File: src/common/fv_info_defines.svh
`ifndef FV_INFO_DEFINES_SVH
`define FV_INFO_DEFINES_SVH

// Edge PE count and its tag width, log2 of the count.
`define FV_NUM_EDGE_PE 4
`define FV_PE_TAG_W 2

// Node id, also the info SRAM address.
`define FV_NODE_ID_W 8

// Feature-vector address fields.
`define FV_LINE_W 8
`define FV_OFFSET_W 4
`define FV_ADDR_W (`FV_LINE_W + `FV_OFFSET_W)

// Request FIFO depth, equal to the initial input credits.
`define FV_NODE_FIFO_DEPTH 8

// Result FIFO depth.
`define FV_OUT_FIFO_DEPTH 8

// Credits granted by the downstream consumer at reset.
`define FV_OUT_CREDITS 4

`endif

File: src/common/fv_info_pkg.sv
`default_nettype none

`include "fv_info_defines.svh"

package fv_info_pkg;

    // Request fields.
    typedef logic [`FV_NODE_ID_W-1:0] node_id_t;
    typedef logic [`FV_PE_TAG_W-1:0]  pe_tag_t;

    // Result fields.
    typedef logic [`FV_LINE_W-1:0]   fv_line_t;
    typedef logic [`FV_OFFSET_W-1:0] fv_offset_t;

    // Line in the upper bits, offset in the lower.
    typedef struct packed {
        fv_line_t   line;
        fv_offset_t offset;
    } fv_fields_t;

    // One info word, flat as stored or split into line and offset.
    typedef union packed {
        logic [`FV_ADDR_W-1:0] raw;
        fv_fields_t            fields;
    } fv_addr_u;

endpackage

`default_nettype wire

File: src/verilog/node_req_fifo.sv
`default_nettype none

`include "fv_info_defines.svh"

module node_req_fifo
    import fv_info_pkg::*;
(
    input  wire logic     clk,
    input  wire logic     reset,
    input  wire logic     req_valid,
    input  wire node_id_t req_node_id,
    input  wire pe_tag_t  req_pe_tag,
    input  wire logic     pop,
    output logic          empty,
    output logic          req_out_valid,
    output node_id_t      req_out_node_id,
    output pe_tag_t       req_out_pe_tag,
    output logic          req_credit
);

    localparam int depth = `FV_NODE_FIFO_DEPTH;
    localparam int ptr_w = $clog2(depth);
    localparam int cnt_w = $clog2(depth + 1);

    node_id_t id_mem [depth];
    pe_tag_t  tag_mem [depth];

    logic [ptr_w-1:0] wr_ptr;
    logic [ptr_w-1:0] rd_ptr;
    logic [cnt_w-1:0] count;
    logic             do_push;
    logic             do_pop;

    // Requester only sends with a credit in hand, so there is always room.
    assign do_push = req_valid;
    assign empty   = (count == '0);
    assign do_pop  = pop && !empty;

    always_ff @(posedge clk) begin
        if (reset) begin
            wr_ptr        <= '0;
            rd_ptr        <= '0;
            count         <= '0;
            req_out_valid <= 1'b0;
            req_credit    <= 1'b0;
        end else begin
            if (do_push) begin
                wr_ptr <= (wr_ptr == ptr_w'(depth - 1)) ? '0 : wr_ptr + ptr_w'(1);
            end
            if (do_pop) begin
                rd_ptr <= (rd_ptr == ptr_w'(depth - 1)) ? '0 : rd_ptr + ptr_w'(1);
            end
            count <= count + cnt_w'(do_push) - cnt_w'(do_pop);
            // One slot freed per pop.
            req_out_valid <= do_pop;
            req_credit    <= do_pop;
        end
    end

    // Entry storage and the registered head.
    always_ff @(posedge clk) begin
        if (do_push) begin
            id_mem[wr_ptr]  <= req_node_id;
            tag_mem[wr_ptr] <= req_pe_tag;
        end
        if (do_pop) begin
            req_out_node_id <= id_mem[rd_ptr];
            req_out_pe_tag  <= tag_mem[rd_ptr];
        end
    end

endmodule

`default_nettype wire

File: src/fv_info_mem/fv_info_memcntl.sv
`default_nettype none

module fv_info_memcntl
    import fv_info_pkg::*;
(
    input  wire logic     clk,
    input  wire logic     reset,
    input  wire logic     empty,
    input  wire logic     req_out_valid,
    input  wire node_id_t req_out_node_id,
    input  wire pe_tag_t  req_out_pe_tag,
    input  wire fv_addr_u sram_rdata,
    input  wire logic     almost_full,
    output logic          pop,
    output node_id_t      sram_addr,
    output logic          sram_cen,
    output logic          push,
    output fv_addr_u      push_fv_addr,
    output pe_tag_t       push_pe_tag
);

    localparam logic st_idle  = 1'b0;
    localparam logic st_fetch = 1'b1;

    logic     state;
    logic     nx_state;
    node_id_t nx_sram_addr;
    logic     nx_sram_cen;
    pe_tag_t  tag_q;
    pe_tag_t  nx_tag;
    logic     nx_push;

    always_ff @(posedge clk) begin
        if (reset) begin
            state    <= st_idle;
            sram_cen <= 1'b1;
            push     <= 1'b0;
        end else begin
            state    <= nx_state;
            sram_cen <= nx_sram_cen;
            push     <= nx_push;
        end
    end

    // Address, held tag and result word.
    always_ff @(posedge clk) begin
        sram_addr <= nx_sram_addr;
        tag_q     <= nx_tag;
        if (nx_push) begin
            push_fv_addr <= sram_rdata;
            push_pe_tag  <= tag_q;
        end
    end

    // Only one lookup in flight at a time.
    always_comb begin
        nx_state     = state;
        nx_sram_addr = sram_addr;
        nx_sram_cen  = 1'b1;
        nx_tag       = tag_q;
        nx_push      = 1'b0;
        pop          = 1'b0;

        case (state)
            st_idle: begin
                if (req_out_valid) begin
                    // Read only, the SRAM port is never written from here.
                    nx_sram_addr = req_out_node_id;
                    nx_sram_cen  = 1'b0;
                    nx_tag       = req_out_pe_tag;
                    nx_state     = st_fetch;
                end else if (!empty && !almost_full) begin
                    pop = 1'b1;
                end
            end
            st_fetch: begin
                // Read data is valid while the registered cen is low.
                nx_push  = 1'b1;
                nx_state = st_idle;
            end
            default: begin
                nx_state = st_idle;
            end
        endcase
    end

endmodule

`default_nettype wire

File: src/fv_info_mem/fv_info_sram.sv
`default_nettype none

`include "fv_info_defines.svh"

module fv_info_sram
    import fv_info_pkg::*;
(
    input  wire logic     clk,
    input  wire logic     load_en,
    input  wire node_id_t load_addr,
    input  wire fv_addr_u load_data,
    input  wire node_id_t sram_addr,
    input  wire logic     sram_cen,
    output fv_addr_u      sram_rdata
);

    localparam int words = 1 << `FV_NODE_ID_W;

    // One feature-vector address per node id.
    fv_addr_u mem [words];

    logic rd_en;

    // Load port has priority over a read.
    assign rd_en = !sram_cen && !load_en;

    always_ff @(posedge clk) begin
        if (load_en) begin
            mem[load_addr].raw <= load_data.raw;
        end
    end

    // Flow-through read, zero while deselected.
    always_comb begin
        sram_rdata.raw = '0;
        if (rd_en) begin
            sram_rdata.raw = mem[sram_addr].raw;
        end
    end

endmodule

`default_nettype wire

File: src/verilog/fv_out_fifo.sv
`default_nettype none

`include "fv_info_defines.svh"

module fv_out_fifo
    import fv_info_pkg::*;
(
    input  wire logic     clk,
    input  wire logic     reset,
    input  wire logic     push,
    input  wire fv_addr_u push_fv_addr,
    input  wire pe_tag_t  push_pe_tag,
    input  wire logic     out_credit,
    output logic          almost_full,
    output logic          out_valid,
    output fv_addr_u      out_fv_addr,
    output pe_tag_t       out_pe_tag
);

    localparam int depth = `FV_OUT_FIFO_DEPTH;
    localparam int ptr_w = $clog2(depth);
    localparam int cnt_w = $clog2(depth + 1);
    localparam int crd_w = $clog2(`FV_OUT_CREDITS + 1);

    fv_addr_u addr_mem [depth];
    pe_tag_t  tag_mem [depth];

    logic [ptr_w-1:0] wr_ptr;
    logic [ptr_w-1:0] rd_ptr;
    logic [cnt_w-1:0] count;
    logic [crd_w-1:0] credits;
    logic             send;
    fv_addr_u         head_fv_addr;
    pe_tag_t          head_pe_tag;

    // Leaves room for the push already in flight.
    assign almost_full = (count >= cnt_w'(depth - 1));

    // Empty FIFO passes a push straight to the output register.
    assign head_fv_addr = (count == '0) ? push_fv_addr : addr_mem[rd_ptr];
    assign head_pe_tag  = (count == '0) ? push_pe_tag : tag_mem[rd_ptr];
    assign send         = (credits != '0) && ((count != '0) || push);

    always_ff @(posedge clk) begin
        if (reset) begin
            wr_ptr    <= '0;
            rd_ptr    <= '0;
            count     <= '0;
            credits   <= crd_w'(`FV_OUT_CREDITS);
            out_valid <= 1'b0;
        end else begin
            if (push) begin
                wr_ptr <= (wr_ptr == ptr_w'(depth - 1)) ? '0 : wr_ptr + ptr_w'(1);
            end
            if (send) begin
                rd_ptr <= (rd_ptr == ptr_w'(depth - 1)) ? '0 : rd_ptr + ptr_w'(1);
            end
            count     <= count + cnt_w'(push) - cnt_w'(send);
            // Spend one per send, regain one per returned credit.
            credits   <= credits - crd_w'(send) + crd_w'(out_credit);
            out_valid <= send;
        end
    end

    always_ff @(posedge clk) begin
        if (push) begin
            addr_mem[wr_ptr] <= push_fv_addr;
            tag_mem[wr_ptr]  <= push_pe_tag;
        end
        if (send) begin
            out_fv_addr <= head_fv_addr;
            out_pe_tag  <= head_pe_tag;
        end
    end

endmodule

`default_nettype wire

File: src/verilog/fv_info_top.sv
`default_nettype none

module fv_info_top
    import fv_info_pkg::*;
(
    input  wire logic     clk,
    input  wire logic     reset,
    input  wire logic     req_valid,
    input  wire node_id_t req_node_id,
    input  wire pe_tag_t  req_pe_tag,
    input  wire logic     out_credit,
    input  wire logic     load_en,
    input  wire node_id_t load_addr,
    input  wire fv_addr_u load_data,
    output logic          req_credit,
    output logic          out_valid,
    output fv_addr_u      out_fv_addr,
    output pe_tag_t       out_pe_tag
);

    // Request FIFO to controller.
    logic     empty;
    logic     pop;
    logic     req_out_valid;
    node_id_t req_out_node_id;
    pe_tag_t  req_out_pe_tag;

    // Controller to SRAM.
    node_id_t sram_addr;
    logic     sram_cen;
    fv_addr_u sram_rdata;

    // Controller to result FIFO.
    logic     almost_full;
    logic     push;
    fv_addr_u push_fv_addr;
    pe_tag_t  push_pe_tag;

    node_req_fifo u_node_req_fifo (
        .clk             (clk),
        .reset           (reset),
        .req_valid       (req_valid),
        .req_node_id     (req_node_id),
        .req_pe_tag      (req_pe_tag),
        .pop             (pop),
        .empty           (empty),
        .req_out_valid   (req_out_valid),
        .req_out_node_id (req_out_node_id),
        .req_out_pe_tag  (req_out_pe_tag),
        .req_credit      (req_credit)
    );

    fv_info_memcntl u_fv_info_memcntl (
        .clk             (clk),
        .reset           (reset),
        .empty           (empty),
        .req_out_valid   (req_out_valid),
        .req_out_node_id (req_out_node_id),
        .req_out_pe_tag  (req_out_pe_tag),
        .sram_rdata      (sram_rdata),
        .almost_full     (almost_full),
        .pop             (pop),
        .sram_addr       (sram_addr),
        .sram_cen        (sram_cen),
        .push            (push),
        .push_fv_addr    (push_fv_addr),
        .push_pe_tag     (push_pe_tag)
    );

    fv_info_sram u_fv_info_sram (
        .clk        (clk),
        .load_en    (load_en),
        .load_addr  (load_addr),
        .load_data  (load_data),
        .sram_addr  (sram_addr),
        .sram_cen   (sram_cen),
        .sram_rdata (sram_rdata)
    );

    fv_out_fifo u_fv_out_fifo (
        .clk          (clk),
        .reset        (reset),
        .push         (push),
        .push_fv_addr (push_fv_addr),
        .push_pe_tag  (push_pe_tag),
        .out_credit   (out_credit),
        .almost_full  (almost_full),
        .out_valid    (out_valid),
        .out_fv_addr  (out_fv_addr),
        .out_pe_tag   (out_pe_tag)
    );

endmodule

`default_nettype wire

File: config.mk
export PLATFORM = sky130hd
export DESIGN_NAME = fv_info_top
export DESIGN_NICKNAME = d
export VERILOG_FILES = /design/src/common/fv_info_pkg.sv /design/src/verilog/node_req_fifo.sv /design/src/fv_info_mem/fv_info_memcntl.sv /design/src/fv_info_mem/fv_info_sram.sv /design/src/verilog/fv_out_fifo.sv /design/src/verilog/fv_info_top.sv
export VERILOG_INCLUDE_DIRS = /design/src /design/src/common
export SDC_FILE = /design/constraint.sdc
export NUM_CORES = 2
export LEC_CHECK = 0
export BUFFER_PORTS_ARGS = -buffer_cell sky130_fd_sc_hd__buf_4
export CAP_MARGIN = 20
export CORE_MARGIN = 1.5
export CORE_UTILIZATION = 35
export DETAILED_ROUTE_END_ITERATION = 10
export PLACE_DENSITY = 0.57
export SETUP_SLACK_MARGIN = 0.2
export SLEW_MARGIN = 5
export SYNTH_ARGS = -nofsm -noshare
export SYNTH_HDL_FRONTEND = slang
export SYNTH_SLANG_ARGS = --single-unit
File: constraint.sdc
create_clock -name clk -period 3.2 [get_ports clk]
set_clock_uncertainty 0.05 [all_clocks]
set_input_delay 0.48 -clock clk [delete_from_list [all_inputs] [get_ports clk]]
set_output_delay 0.48 -clock clk [all_outputs]
set_load 0.02 [all_outputs]
=== Word-level counts from Yosys, hierarchy flattened ===
Memory sizes are Yosys's and may differ from the RTL's. A register that Yosys moved wholly into a read port is not among the register bits.
Cells that the tools add are included.

* Bits in registers: 54
* Bits in latches: 0
* Bits in writable memories: 3264
* Memory bits (read-only): 0
* Memories: 5

{| class="wikitable"
|+ Memories
! memory !! depth !! bits a word !! read ports !! clocked after memory_dff !! write ports !! line !! RTL
|-
| u_fv_info_sram.mem || 256 || 12 || 1 || 1 || 1 || fv_info_sram.sv:20 || <nowiki>fv_addr_u mem [words];</nowiki>
|-
| u_fv_out_fifo.addr_mem || 8 || 12 || 1 || 1 || 1 || fv_out_fifo.sv:25 || <nowiki>fv_addr_u addr_mem [depth];</nowiki>
|-
| u_node_req_fifo.id_mem || 8 || 8 || 1 || 1 || 1 || node_req_fifo.sv:25 || <nowiki>node_id_t id_mem [depth];</nowiki>
|-
| u_fv_out_fifo.tag_mem || 8 || 2 || 1 || 1 || 1 || fv_out_fifo.sv:26 || <nowiki>pe_tag_t tag_mem [depth];</nowiki>
|-
| u_node_req_fifo.tag_mem || 8 || 2 || 1 || 1 || 1 || node_req_fifo.sv:26 || <nowiki>pe_tag_t tag_mem [depth];</nowiki>
|}

* Add/subtract/negate cells: 10
* Multipliers: 0
* Divide/modulo/power cells: 0
* $lt $le $gt $ge: 1
* Equality and inequality tests: 4
* Shift-type cells: 0
* Mux-type cells: 23
* Bitwise logic cells: 1
* Reductions and logical operators: 16

{| class="wikitable"
|+ Operator list
! kind !! number
|-
| 3-bit two-way mux || 8
|-
| 3-bit by 1-bit adder with 3-bit output, second input constant || 4
|-
| 3-bit equality test, second input constant || 4
|-
| 1-bit two-way mux || 12
|-
| 12-bit two-way mux || 1
|-
| 4-bit by 1-bit adder with 4-bit output || 2
|-
| 4-bit logical NOT || 2
|-
| 4-bit by 1-bit subtractor with 4-bit output || 2
|-
| 1-bit logical NOT || 5
|-
| 4-bit by 3-bit >= comparator with 1-bit output, second input constant || 1
|-
| 1-bit logical AND || 4
|-
| 4-bit nonzero test || 1
|-
| 3-bit by 1-bit adder with 3-bit output || 1
|-
| 3-bit nonzero test || 1
|-
| 3-bit by 1-bit subtractor with 3-bit output || 1
|-
| 2-bit two-way mux || 1
|-
| 1-bit one-hot mux with 2 select lines || 1
|-
| 2-bit AND reduction || 1
|-
| 2-bit OR reduction || 1
|-
| 1-bit logical OR || 1
|-
| 1-bit inverter || 1
|}

=== Longest topological paths before layout ===
* Depth in word-level cells: 8
* Gate-level depth with buffers: 13
* Depth with buffers taken out: 12

=== Modules after synthesis ===
Synthesis repeated with hierarchy kept, for this count alone.

* Cells, all modules: 6419
* Area total of the unflattened synthesis: 130709.1 µm²

{| class="wikitable"
|+ By module, submodules not included
! module !! times used !! cells an instance !! area an instance (µm²) !! sequential area each (µm²)
|-
| fv_info_sram || 1 || 5824 || 120206.5 || 92248.5
|-
| fv_out_fifo || 1 || 364 || 5691.7 || 4124.0
|-
| node_req_fifo || 1 || 199 || 3993.8 || 2922.8
|-
| fv_info_memcntl || 1 || 32 || 817.0 || 780.7
|}

=== Worst setup path after synthesis ===
OpenSTA, ideal clock, no wires.

* Path kind: register -> register
* Start point: reg u_fv_out_fifo.count[2]
* End point: reg u_fv_out_fifo.count[2]
* Setup time: 0.128 ns
* Data arrival time: 2.443 ns
* Required time: 3.022 ns
* Setup slack: 0.579 ns
* Stages on the path, launching flop included: 13
* Path buffers: 0
* Period minus slack after synthesis: 2.621 ns
* Cells stage by stage: dfxtp_1 -> inv_1 -> ha_1 -> and3_1 -> a21o_1 -> inv_1 -> ha_1 -> inv_1 -> ha_1 -> inv_1 -> fa_1 -> xor2_1 -> nor2_1

* Longest elaborated chain between the ends: 4
* Elaborated cells on any way between the ends: 5
* Classes of those cells: add/sub (2); reduce/logical (3)

{| class="wikitable"
|+ RTL lines
! item !! line !! RTL
|-
| start, declared || fv_out_fifo.sv:30 || <nowiki>logic [cnt_w-1:0] count;</nowiki>
|-
| start signal, assigned || fv_out_fifo.sv:58 || <nowiki>count <= count + cnt_w'(push) - cnt_w'(send);</nowiki>
|-
| 4-bit nonzero test || fv_out_fifo.sv:42 || <nowiki>assign send = (credits != '0) && ((count != '0) || push);</nowiki>
|-
| 1-bit logical OR || fv_out_fifo.sv:42 ||
|-
| 1-bit logical AND || fv_out_fifo.sv:42 ||
|-
| via u_fv_out_fifo.send || fv_out_fifo.sv:32 || <nowiki>logic send;</nowiki>
|-
| 4-bit by 1-bit subtractor with 4-bit output || fv_out_fifo.sv:58 ||
|}

The timed path passes the listed nets, and every way through them passes these cells.
A chain may end at the register's enable or synchronous reset.

==> reports/metrics.cfg <==
[synthesis]
yosysMostFrequentCell = sky130_fd_sc_hd__edfxtp_1
synthTopCellsByArea = sky130_fd_sc_hd__edfxtp_1 77%, sky130_fd_sc_hd__mux4_2 9.7%, sky130_fd_sc_hd__mux2i_1 3.3%
post_synth_most_frequent_cells = 3,312 x sky130_fd_sc_hd__edfxtp_1, 562 x sky130_fd_sc_hd__mux4_2, 432 x sky130_fd_sc_hd__mux2i_1, 386 x sky130_fd_sc_hd__nor2_1, 218 x sky130_fd_sc_hd__nand2_1
synthDominantAreaCellType = sky130_fd_sc_hd__edfxtp_1
synthDominantCellAreaShare = 0.765
mappedNetlistNets = 6418
synth_sequential_area_ratio = 0.770
synth-edff-count = 3312
syn_area_per_cell_um2 = 20.4
synth-async-reset-ratio = 0
yosys_most_used_dff = sky130_fd_sc_hd__edfxtp_1
syn_area_um2 = 130000
syn-instance-count = 6359
yosys_warnings = 0
synth_seq_cells = 3343
post_synth_num_cell_types = 70

[sta]
finalHoldViolCount = 0
postLayoutSetupSlackWorst_ns = -0.0250
post-route-period-util = 1.01
layout_min_cycle_time_ns = 3.22
setup_repair_after_global_routing_missed_its_margin = yes
setup_viol = 3
slew-limit-headroom = 0.191
fmax_mhz = 310
tightestPinTransition_ns = 1.21
final-max-slew-violation-count = 0

[clock_network]
clk_pin_slew_worst_setup_hold_paths_ns = 0.06
clock_buffers_created_by_tritoncts = 336
htree_num_levels = 5
clock_sink_count = 3343
clock_tree.root_cell = sky130_fd_sc_hd__clkbuf_16
clk_latency_ns = 0.89
clock_tree_from_tritoncts = built
ctsLongestPathBuffers = 4

[route]
first_iter_violations = 8326
vias_per_cell = 5.46
wirelength_um = 376000
drt_first_pass_iters = 6
wl_per_cell_um = 29.9
drc_errors = 0
via_count = 68454
antenna_violating_nets_post_route = 0

[worst_setup_path]
r2r-start = u_fv_info_memcntl.sram_addr[0]
max_fo_critical_path = 12
setup.worst_path.start_class = register
critical_path.endpoint_type = register
worst_setup_sp = u_fv_info_memcntl.sram_addr[0]
critPathKind = register to register
worst_ep_required_time_ns = 3.89
critPathArrivalTime_ns = 3.91

[die]
die_area_um2 = 375000
design.portCount = 51
core-area_um2 = 369000
initial_core_util = 0.352
die-width_um = 612
die_height_um = 612
core.rowCount = 223

[cells_and_area]
layout.cells.non_filler = 12546
drive_gt1_frac = 0.290
postLayoutCoreUtil = 0.418
area_delta_synth_final_pct = 18.8
nNetsFinal = 7388

[power_and_ir_drop]
static-leakage-power_uw = 0.0501
peakVddDrop_mv = 0.495
power_per_cell_area_nw_per_um2 = 727

[global_route]
globalRoute.totalOverflow = 0
grt_pass1_wl_um = 524000
via_count_of_the_first_global_routing_pass = 68172
grt_start_max_net_pins = 133
grt_antenna_before_repair = 26
grt_util_all_layers = 0.196

[placed_design]
dp.cells = 11880
post-dp-hpwl_um = 245000
routabilityCongestion = 0.940
place.port_buffers = 50

[status]
outcome = finished with violations
failing_checks = negative setup slack

[flow_run]
max_cap_viol_count = 0

[hold_path]
hp_start = load_data[11]
worst_hold_check_path_type = input pin to register

-- stage by stage --
stage | instance area, um^2 | setup WS (ns) | hold WS, ns | total power [uW] | setup TNS (ns)
2_1_floorplan | 130000 | 0.579 | 0.350 | 63600 | 0
3_3_place_gp | 142000 | -0.510 | 0.351 | 73700 | -2.42
3_5_place_dp | 142000 | -0.441 | 0.361 | 73800 | -2.42
4_1_cts | 154000 | 0.0415 | 0.00945 | 112000 | 0
5_1_grt | 154000 | -0.0372 | 0.0107 | 116000 | -0.0444
6_report | 154000 | -0.0250 | 0.0344 | 112000 | -0.0482
-- state kept, by name (all words and copies together) (netlist names), 4 cells and up, named ones only --
register	cells
u_node_req_fifo.count	4
u_fv_info_sram.mem	3072
u_fv_info_memcntl.push_fv_addr	12
u_node_req_fifo.id_mem	64
u_fv_info_memcntl.sram_addr	8
u_node_req_fifo.tag_mem	16
u_fv_out_fifo.count	4
u_node_req_fifo.req_out_node_id	8
u_fv_out_fifo.addr_mem	96
u_fv_out_fifo.tag_mem	16
u_fv_out_fifo.out_fv_addr	12
-- path summary, 6_finish.rpt --
| check | to | slack, ns | cells after the start |
|---|---|---|---|
| min reg2reg | u_fv_info_memcntl.tag_q[0] | 0.37 | 0 |
| max reg2reg | u_fv_info_memcntl.push_fv_addr[5] | -0.02 | 10 |
| max | u_fv_info_memcntl.push_fv_addr[5] | -0.02 | 10 |
| min | u_fv_info_sram.mem[212][11] | 0.03 | 1 |
-- logic make-up after synthesis --
group | synth area share
compound gates | 0.0331
xor+xnor | 0.000404
fa+ha+maj | 0.00248
buf+inv | 0.0198
flops | 0.770
mux | 0.144
simple gates | 0.0306
-- cell type report --
type / count / area (um^2)
fillers: 31993 / 215000
flip-flops and latches: 3343 / 100000
multi-input cells: 2621 / 28300
repair buffers: 1002 / 9390
clock buffers: 398 / 8730
well taps: 4950 / 6190
clock inverters: 197 / 1620
inverters: 25 / 101
diodes: 10 / 25.0
-- critical path: stages, from the launching register on --
cell	delay (ns)
sky130_fd_sc_hd__edfxtp_1	0.40
sky130_fd_sc_hd__buf_4	0.16
sky130_fd_sc_hd__buf_12	0.16
sky130_fd_sc_hd__buf_12	0.17
sky130_fd_sc_hd__buf_4	0.20
sky130_fd_sc_hd__mux2i_1	0.15
sky130_fd_sc_hd__o221ai_2	0.48
sky130_fd_sc_hd__nor3_2	0.15
sky130_fd_sc_hd__nor4_4	0.34
sky130_fd_sc_hd__nand4_1	0.55
sky130_fd_sc_hd__o21ai_1	0.28
-- layout by cell type (no fill, tap or decap), drive strengths merged, types with 24 or more instances in the layout --
cell type     n
a211oi       53
a21oi        93
a22oi        32
buf         972
bufinv       24
clkbuf      406
clkinv      152
dfxtp        31
edfxtp     3312
inv          38
mux2         30
mux2i       432
mux4        613
nand2       219
nand3        47
nand4        41
nor2        386
nor3         87
nor4         31
o21ai        91
o221ai      116
o22ai       121
-- what timing repair did --
item / CTS / global route
hold buffers: 18 / 0
setup endpoints to repair: 12 / 12
buffers inserted: 11 / 21
gates cloned: 6 / 5
pin swaps: 27 / 36
endpoints found under the hold margin: 193 / 0
gates resized for setup: 126 / 107
-- per-layer routing --
metal,vias to the layer above,track usage,routed length (um)
li1,28396,-,-
met1,36315,0.266,151000
met2,3127,0.310,176000
met3,608,0.0425,32100
met4,8,0.0759,15900
met5,-,0,78
-- power by group --
group	leakage [uW]	total [uW]	switching, uW	internal [uW]
clock	0.00507	37800	16400	21400
sequential	0.0301	49200	366	48800
combinational	0.0149	25300	14600	10700
Note: power is estimated with default switching activity, not from simulation.
